<file path="src/include/boot_settings.svh">
// Build-time sizes and addresses of the boot system, included by RTL and testbench sources
`ifndef BOOT_SETTINGS_SVH
`define BOOT_SETTINGS_SVH

// Bytes per memory line, one line is one 32-bit word
`define BOOT_LINE_BYTES 4

// Depth of the on-chip line memory in lines
`define BOOT_MEM_LINES 64

// Width of a core line address
`define BOOT_ADDR_BITS 10

// Clock cycles per UART bit, short so simulation stays quick
`define BOOT_CLKS_PER_BIT 8

// Line address of the UART transmit register, top of the line space
`define BOOT_UART_LINE 'h3FF

`endif

</file>
<file path="src/rtl/BootTypes.sv">
// Shared types of the boot system: memory line, bus requests, status and system state
`include "boot_settings.svh"

package BootTypes;

    // Address width of the line memory
    localparam int MemAddrBits = $clog2(`BOOT_MEM_LINES);

    // One memory line, filled as bytes by the loader and used as a word by the core
    // Byte 0 sits in the low 8 bits
    typedef union packed {
        logic [`BOOT_LINE_BYTES-1:0][7:0] bytes;
        logic [`BOOT_LINE_BYTES*8-1:0]    word;
    } lineWord_u;

    typedef logic [`BOOT_ADDR_BITS-1:0] lineAddr_t;

    typedef logic [MemAddrBits-1:0] memAddr_t;

    // Request on the core port
    typedef struct packed {
        lineAddr_t addr;
        logic      isWrite;
        lineWord_u writeValue;
    } busReq_t;

    // Request into the line memory
    typedef struct packed {
        memAddr_t  addr;
        logic      isWrite;
        lineWord_u writeValue;
    } memReq_t;

    typedef enum logic {
        StateLoad = 1'b0,
        StateRun  = 1'b1
    } sysState_e;

    typedef struct packed {
        sysState_e   state;
        logic        coreRst;
        logic [15:0] loadedBytes;
    } sysStatus_t;

endpackage

</file>
<file path="src/rtl/UartReceiver.sv">
// Serial receiver, turns 8N1 frames on rx into one byte strobe per frame
`timescale 1ns/1ns
`include "boot_settings.svh"

module UartReceiver (
    input  logic       clk,
    input  logic       rst,
    input  logic       rx,
    output logic       byteValid,
    output logic [7:0] byteData
);
    localparam int ClksPerBit = `BOOT_CLKS_PER_BIT;
    localparam int HalfBit = ClksPerBit / 2;
    localparam int CountBits = $clog2(ClksPerBit);

    typedef enum logic [1:0] {
        RxIdle,
        RxStart,
        RxData,
        RxStop
    } rxState_e;

    rxState_e rxState;
    logic [CountBits-1:0] clkCount;
    logic [2:0] bitIndex;
    logic [7:0] shiftReg;

    // rx is sampled directly, its source runs from the same clock
    always_ff @(posedge clk) begin
        if (rst) begin
            rxState <= RxIdle;
            clkCount <= '0;
            bitIndex <= '0;
            byteValid <= 1'b0;
        end
        else begin
            byteValid <= 1'b0;
            case (rxState)
                RxIdle: begin
                    clkCount <= '0;
                    bitIndex <= '0;
                    if (!rx) begin
                        rxState <= RxStart;
                    end
                end
                RxStart: begin
                    // Check the start bit again at its middle, glitches go back to idle
                    if (clkCount == CountBits'(HalfBit - 1)) begin
                        clkCount <= '0;
                        rxState <= rx ? RxIdle : RxData;
                    end
                    else begin
                        clkCount <= clkCount + 1'b1;
                    end
                end
                RxData: begin
                    if (clkCount == CountBits'(ClksPerBit - 1)) begin
                        clkCount <= '0;
                        bitIndex <= bitIndex + 1'b1;
                        if (bitIndex == 3'd7) begin
                            rxState <= RxStop;
                        end
                    end
                    else begin
                        clkCount <= clkCount + 1'b1;
                    end
                end
                default: begin
                    // Middle of the stop bit, a low stop bit drops the frame
                    if (clkCount == CountBits'(ClksPerBit - 1)) begin
                        byteValid <= rx;
                        rxState <= RxIdle;
                    end
                    else begin
                        clkCount <= clkCount + 1'b1;
                    end
                end
            endcase
        end
    end

    // LSB first, so new bits enter at the top
    always_ff @(posedge clk) begin
        if (rxState == RxData && clkCount == CountBits'(ClksPerBit - 1)) begin
            shiftReg <= {rx, shiftReg[7:1]};
        end
        if (rxState == RxStop && clkCount == CountBits'(ClksPerBit - 1)) begin
            byteData <= shiftReg;
        end
    end

endmodule

</file>
<file path="src/rtl/LineLoader.sv">
// Packs received image bytes into memory lines and counts the bytes loaded so far
`timescale 1ns/1ns
`include "boot_settings.svh"

module LineLoader (
    input  logic                 clk,
    input  logic                 rst,
    input  logic                 byteValid,
    input  logic [7:0]           byteData,
    output logic                 lineValid,
    output BootTypes::lineWord_u lineData,
    output logic [15:0]          loadedBytes
);
    import BootTypes::*;

    localparam int LaneBits = $clog2(`BOOT_LINE_BYTES);

    lineWord_u holdLine;
    logic [LaneBits-1:0] lane;
    logic lastLane;

    // Byte lane follows the running count
    assign lane = loadedBytes[LaneBits-1:0];
    assign lastLane = (lane == LaneBits'(`BOOT_LINE_BYTES - 1));

    always_ff @(posedge clk) begin
        if (byteValid) begin
            holdLine.bytes[lane] <= byteData;
        end
    end

    always_ff @(posedge clk) begin
        if (rst) begin
            lineValid <= 1'b0;
            loadedBytes <= '0;
        end
        else begin
            // Line is complete once the top lane has been written
            lineValid <= byteValid && lastLane;
            if (byteValid) begin
                loadedBytes <= loadedBytes + 16'd1;
            end
        end
    end

    // Finished line leaves as one word
    always_comb begin
        lineData.word = holdLine.word;
    end

endmodule

</file>
<file path="src/rtl/LineMemory.sv">
// On-chip line memory with a fixed two-cycle completion strobe per request
`timescale 1ns/1ns
`include "boot_settings.svh"

module LineMemory (
    input  logic                 clk,
    input  logic                 rst,
    input  logic                 memEnable,
    input  BootTypes::memReq_t   memReq,
    output logic                 memDone,
    output BootTypes::lineWord_u memReadValue
);
    import BootTypes::*;

    lineWord_u lines [`BOOT_MEM_LINES];

    logic accessValid;
    lineWord_u accessValue;

    // Access stage, one request per strobe
    always_ff @(posedge clk) begin
        if (memEnable) begin
            if (memReq.isWrite) begin
                lines[memReq.addr] <= memReq.writeValue;
            end
            accessValue <= lines[memReq.addr];
        end
    end

    // Reply stage
    always_ff @(posedge clk) begin
        if (accessValid) begin
            memReadValue <= accessValue;
        end
    end

    // Done strobe trails the request by two edges
    always_ff @(posedge clk) begin
        if (rst) begin
            accessValid <= 1'b0;
            memDone <= 1'b0;
        end
        else begin
            accessValid <= memEnable;
            memDone <= accessValid;
        end
    end

endmodule

</file>
<file path="src/rtl/UartTransmitter.sv">
// Serial transmitter, sends one byte per request as an 8N1 frame on tx
`timescale 1ns/1ns
`include "boot_settings.svh"

module UartTransmitter (
    input  logic       clk,
    input  logic       rst,
    input  logic       txValid,
    input  logic [7:0] txData,
    output logic       txReady,
    output logic       tx
);
    localparam int ClksPerBit = `BOOT_CLKS_PER_BIT;
    localparam int CountBits = $clog2(ClksPerBit);

    logic [CountBits-1:0] clkCount;
    logic [3:0] bitsLeft;
    logic [8:0] shiftReg;
    logic bitEnd;

    assign bitEnd = (clkCount == CountBits'(ClksPerBit - 1));

    always_ff @(posedge clk) begin
        if (rst) begin
            txReady <= 1'b1;
            tx <= 1'b1;
            clkCount <= '0;
            bitsLeft <= '0;
        end
        else if (txReady) begin
            // Start bit goes out on the same edge that takes the byte
            if (txValid) begin
                txReady <= 1'b0;
                tx <= 1'b0;
                clkCount <= '0;
                bitsLeft <= 4'd9;
            end
        end
        else if (bitEnd) begin
            clkCount <= '0;
            if (bitsLeft == 4'd0) begin
                txReady <= 1'b1;
            end
            else begin
                tx <= shiftReg[0];
                bitsLeft <= bitsLeft - 4'd1;
            end
        end
        else begin
            clkCount <= clkCount + 1'b1;
        end
    end

    // Data bits then the stop bit, the start bit is driven directly
    always_ff @(posedge clk) begin
        if (txReady && txValid) begin
            shiftReg <= {1'b1, txData};
        end
        else if (!txReady && bitEnd && bitsLeft != 4'd0) begin
            shiftReg <= {1'b1, shiftReg[8:1]};
        end
    end

endmodule

</file>
<file path="src/rtl/BootSystem.sv">
// Top of the boot system, loads the image over UART then serves core line requests
`timescale 1ns/1ns
`include "boot_settings.svh"

module BootSystem (
    input  logic                  clk,
    input  logic                  rst,
    input  logic                  rx,
    output logic                  tx,
    input  logic [15:0]           loadSize,
    input  logic                  coreEnable,
    input  BootTypes::busReq_t    coreReq,
    output logic                  coreDone,
    output BootTypes::lineWord_u  coreReadValue,
    output logic                  txReady,
    output BootTypes::sysStatus_t status
);
    import BootTypes::*;

    localparam int LaneBits = $clog2(`BOOT_LINE_BYTES);

    sysState_e state;
    logic coreRst;

    logic byteValid;
    logic [7:0] byteData;
    logic lineValid;
    lineWord_u lineData;
    logic [15:0] loadedBytes;
    logic [15:0] lastByteIndex;

    logic memEnable;
    memReq_t memReq;
    logic memDone;
    lineWord_u memReadValue;

    logic txValid;
    logic [7:0] txData;

    logic inMemRange;
    logic isUartLine;
    logic quickDone;
    logic coreMemPending;
    logic coreMemDone;

    UartReceiver m_UartReceiver (
        .clk,
        .rst,
        .rx,
        .byteValid,
        .byteData
    );

    LineLoader m_LineLoader (
        .clk,
        .rst,
        .byteValid,
        .byteData,
        .lineValid,
        .lineData,
        .loadedBytes
    );

    LineMemory m_LineMemory (
        .clk,
        .rst,
        .memEnable,
        .memReq,
        .memDone,
        .memReadValue
    );

    UartTransmitter m_UartTransmitter (
        .clk,
        .rst,
        .txValid,
        .txData,
        .txReady,
        .tx
    );

    // Address decode of the core line address
    assign inMemRange = (coreReq.addr < lineAddr_t'(`BOOT_MEM_LINES));
    assign isUartLine = (coreReq.addr == lineAddr_t'(`BOOT_UART_LINE));

    // Count has already moved past the last byte of the line
    assign lastByteIndex = loadedBytes - 16'd1;

    // Memory source follows the state
    always_comb begin
        if (state == StateLoad) begin
            memEnable = lineValid;
            memReq.addr = lastByteIndex[LaneBits +: MemAddrBits];
            memReq.isWrite = 1'b1;
            memReq.writeValue = lineData;
        end
        else begin
            memEnable = coreEnable && inMemRange;
            memReq.addr = coreReq.addr[MemAddrBits-1:0];
            memReq.isWrite = coreReq.isWrite;
            memReq.writeValue = coreReq.writeValue;
        end
    end

    // Writes while the transmitter is busy are lost but still completed
    assign txValid = (state == StateRun) && coreEnable && isUartLine && coreReq.isWrite
                     && txReady;
    assign txData = coreReq.writeValue.bytes[0];

    // Only memory replies owed to the core count, the last load write may land in run
    assign coreMemDone = memDone && coreMemPending;
    assign coreDone = quickDone || coreMemDone;
    assign coreReadValue = coreMemDone ? memReadValue : '0;

    always_ff @(posedge clk) begin
        if (rst) begin
            state <= StateLoad;
            coreRst <= 1'b1;
            quickDone <= 1'b0;
            coreMemPending <= 1'b0;
        end
        else begin
            if (state == StateLoad && loadedBytes >= loadSize) begin
                state <= StateRun;
            end
            // Core leaves reset one cycle into run
            if (state == StateRun) begin
                coreRst <= 1'b0;
            end
            // UART line and unmapped lines complete at once
            quickDone <= (state == StateRun) && coreEnable && !inMemRange;
            if (state == StateRun && memEnable) begin
                coreMemPending <= 1'b1;
            end
            else if (memDone) begin
                coreMemPending <= 1'b0;
            end
        end
    end

    always_comb begin
        status.state = state;
        status.coreRst = coreRst;
        status.loadedBytes = loadedBytes;
    end

endmodule

</file>
<file path="config.mk">
export PLATFORM = sky130hd
export DESIGN_NAME = BootSystem
export DESIGN_NICKNAME = d
export VERILOG_FILES = /design/src/rtl/BootTypes.sv /design/src/rtl/UartReceiver.sv /design/src/rtl/LineLoader.sv /design/src/rtl/LineMemory.sv /design/src/rtl/UartTransmitter.sv /design/src/rtl/BootSystem.sv
export VERILOG_INCLUDE_DIRS = /design/src /design/src/include
export SDC_FILE = /design/constraint.sdc
export NUM_CORES = 2
export LEC_CHECK = 0
export ABC_AREA = 0
export ABC_CLOCK_PERIOD_IN_PS = 5460
export BUFFER_PORTS_ARGS = -buffer_cell sky130_fd_sc_hd__buf_2
export CELL_PAD_IN_SITES_DETAIL_PLACEMENT = 0
export CELL_PAD_IN_SITES_GLOBAL_PLACEMENT = 2
export CORE_MARGIN = 3
export CORE_UTILIZATION = 45
export DETAILED_ROUTE_END_ITERATION = 10
export PLACE_DENSITY = 0.87
export RECOVER_POWER = 50
export SLEW_MARGIN = 20
export SYNTH_ARGS = -nofsm -noshare
export SYNTH_HDL_FRONTEND = slang
export SYNTH_SLANG_ARGS = --single-unit
</file>
<file path="constraint.sdc">
create_clock -name clk -period 5.46 [get_ports clk]
set_input_delay 0.546 -clock clk [delete_from_list [all_inputs] [get_ports clk]]
set_output_delay 0.546 -clock clk [all_outputs]
set_load 0.01 [all_outputs]
</file>
==> results.py <==
metrics = {
    "floorplanning": {
        "fp-row-count": 161,
        "die_area_um2": 201300,
        "initial_core_util_pct": 45.56,
        "ioPinCount": 116,
        "core_region_area_um2": 193600,
        "fp.dieW_um": 448.7,
        "die_y_um": 448.7,
    },
    "route": {
        "drt_iter0_markers": 7905,
        "firstDrtPassIters": 6,
        "drc": 0,
        "routed_via_density": 5.914,
        "wl_um": 269600,
        "postRouteAntennaNets": 0,
        "vias": 56990,
        "avgRoutedWirePerCell_um": 27.98,
    },
    "sta": {
        "final_hold_viol_count": 0,
        "fmax_ghz": 0.1943,
        "finalSetupViolations": 0,
        "finalCritPeriodShare_pct": 94.27,
        "skew_ps": 50.05,
        "tightest_slew_ps": 3381,
        "slew_headroom_pct": -125.4,
        "rsz0062_at_grt": "false",
        "post-route-min-period_ps": 5147,
        "fin_ws_ps": 312.9,
        "slew_viol_final": 2015,
        "setup_tns_ps": 0,
    },
    "clock_tree": {
        "cts_sinks": 2209,
        "cts_tree": "yes",
        "root_buffer": "clkbuf_16",
        "clk_pin_slew_ps": 60,
        "ctsLongestPathBuffers": 3,
        "numCtsBuffers": 221,
        "worstSkewPairLatency_ps": 870,
        "h-tree-depth": 4,
    },
    "final_layout": {
        "multi_input_area_um2": 20780,
        "drive_gt1_share_pct": 10.27,
        "nFillCells": 16220,
        "seq_area_um2": 65930,
        "final_common_cell": "edfxtp_1",
        "final_cell_mix": "edfxtp_1, nand2_1, nand3_1",
        "area_delta_synth_final_pct": 13.22,
        "nets": 6926,
        "layoutNonFillerInstCount": 9637,
    },
    "job": {
        "maxCapViolations": 34,
    },
    "logic_synthesis": {
        "synth.distinct_cells": 70,
        "synth_warnings": 0,
        "avgSynthCellArea_um2": 13.15,
        "ys_seq_elements": 2209,
        "ys_seq_area_share_pct": 74.75,
        "syn_nets": 6799,
        "synth_edf_count": 2168,
        "synth_async_sr_flop_share_pct": 0,
        "synthFlopType": "edfxtp_1",
        "syn_area_um2": 88190,
        "netlist_instances": 6706,
    },
    "grt": {
        "grt_overflow": 0,
        "grt_pass1_vias": 54160,
        "grt_max_degree": 149,
        "gr-usage-all-layers_pct": 26.23,
        "grt_pass1_wl_um": 388800,
        "antenna_found_initial": 17,
    },
    "setup_path": {
        "crit_path_end": "m_LineMemory.accessValue[11]",
        "arrival_ps": 5820,
        "rr_startpoint": "m_LineLoader.loadedBytes[0]",
        "reg2reg_slack_ps": 310,
        "end_kind": "flip-flop",
        "cp-startpoint": "m_LineLoader.loadedBytes[0]",
        "path_class": "reg -> reg",
        "rr_worst_depth": 11,
        "rr_endpoint": "m_LineMemory.accessValue[11]",
        "worst_ep_required_time_ps": 6130,
        "worst_setup_path_start_kind": "flip-flop",
        "crit_fanout": 25,
    },
    "outcome": {
        "violations": "capacitance limit, slew limit",
        "outcome": "finished with violations",
    },
    "placement": {
        "hpwl_um": 151400,
        "place_ws_ps": 524.3,
        "io_buffers": 115,
        "finalWeightedCongestion": 0.8794,
        "dp_cells": 9210,
    },
    "power": {
        "p_seq_share_pct": 55.0,
        "p_switching_mw": 6.519,
        "p_leak_nw": 33.42,
        "power_density_nw_per_um2": 333.8,
        "peakVddDrop_mv": 0.2659,
        "p_clk_share_pct": 44.8,
        "pwr-share-comb_pct": 0.2,
        "p_sw_share_pct": 19.56,
        "intPower_mw": 26.81,
    },
    "min_path": {
        "hold_class": "in -> reg",
    },
}
## routing by layer
| metal | GRT usage, % | part of all wire, % | up-vias | wire, um |
|---|---|---|---|---|
| li1 | - | - | 24870 | - |
| met1 | 37.35 | 40 | 28510 | 108700 |
| met2 | 40.81 | 46 | 3180 | 123500 |
| met3 | 5.882 | 11 | 423 | 29910 |
| met4 | 7.143 | 2.8 | 10 | 7489 |
| met5 | 0 | 0.021 | - | 57 |
## synthesized netlist by cell type, types with 25 or more instances
library cell  instances  area [um2]
nand3_1             982        4915
clkbuf_1            122       457.9
edfxtp_1           2168       65100
mux2i_1             165        1652
nand2_1            1806        6779
buf_2               216        1081
o21ai_0              57       285.3
mux2_2               41       461.7
inv_1                33       123.9
ha_1                 30       375.4
buf_1                76       285.3
dfxtp_1              41       820.8
a311oi_1             30       262.8
nor3_1               61       305.3
nand4_1              48       300.3
o22ai_1              25       156.4
a21oi_1             228        1141
nor2_1              184       690.7
a22oi_1              27       202.7
and3_1               71       444.2
a31oi_1              46       287.8
## stage by stage
| stage | hold WS (ps) | power [mW] | util [%] | cell area [um2] |
|---|---|---|---|---|
| finish | 63.38 | 33.33 | 51.58 | 99850 |
| global route | 40.04 | 34.17 | 51.57 | 99840 |
| CTS | 1.128 | 33.48 | 51.64 | 99970 |
| detailed placement | 418.9 | 18.74 | 47.92 | 92770 |
| global placement | 404.2 | 18.74 | 47.92 | 92760 |
| floorplan | 400.3 | 18.70 | - | 88190 |
## cell families after synthesis
family	Yosys count	synth area share [%]
compound gates	560	4.077
simple gates	3215	15.75
flops	2209	74.75
xor+xnor	18	0.1788
buf+inv	467	2.392
fa+ha+maj	30	0.4256
mux	207	2.422
## critical path: stages (launching register included)
cell and delay (ps):
dfxtp_1 440, inv_1 180, ha_1 260, nor3b_1 560
mux2i_1 690, nand3_4 710, buf_4 480, o21ai_0 380
a21oi_1 130, o32ai_1 770, a221oi_1 170, nand3_1 160
## worst min path at each step
stage,from,endpoint,depth (start not counted)
after floorplan,m_LineMemory.accessValue[0],m_LineMemory.memReadValue[0],0
after global placement,m_UartReceiver.shiftReg[0],m_UartReceiver.byteData[0],0
after detailed placement,m_UartReceiver.shiftReg[0],m_UartReceiver.byteData[0],0
after CTS,coreReq[3],m_UartTransmitter.shiftReg[3],2
after global routing,coreReq[3],m_UartTransmitter.shiftReg[3],2
final,coreReq[3],m_UartTransmitter.shiftReg[3],2
## power groups by stage
stage | Sequential (mW) | Clock, mW | Combinational, mW
after floorplan | 18.7 | 0 | 0.0172
after global routing | 18.3 | 15.8 | 0.0633
after CTS | 18.3 | 15.1 | 0.0577
final | 18.3 | 14.9 | 0.0578
after global placement | 18.7 | 0 | 0.0525
after detailed placement | 18.7 | 0 | 0.0526
## layout make-up
cell class / instances / area share (%)
clock buffer: 274 / 5.820
clock inverter: 139 / 1.317
sequential: 2209 / 66.02
antenna: 6 / 0.01504
inverter: 33 / 0.1241
timing repair buffer: 338 / 2.623
multi-input combinational: 4030 / 20.81
tap: 2608 / 3.268
## registers in the layout (all words and copies together) (netlist names), 2 cells and up
signal and flops:
m_LineMemory.memReadValue 32, m_UartReceiver.rxState 2, m_UartTransmitter.clkCount 3, m_LineLoader.loadedBytes 16
m_UartReceiver.clkCount 3, m_UartReceiver.bitIndex 3, m_UartTransmitter.shiftReg 8, m_LineMemory.accessValue 32
m_UartReceiver.shiftReg 8, m_UartReceiver.byteData 8, m_LineLoader.lineData 32, m_UartTransmitter.bitsLeft 4
m_LineMemory.lines 2048
## what timing repair did
item,CTS,global route
setup buffers,0,0
hold endpoints to repair,8,0
gates resized for setup,0,0
hold buffers,8,0
Power figures use the tool's default switching activity.
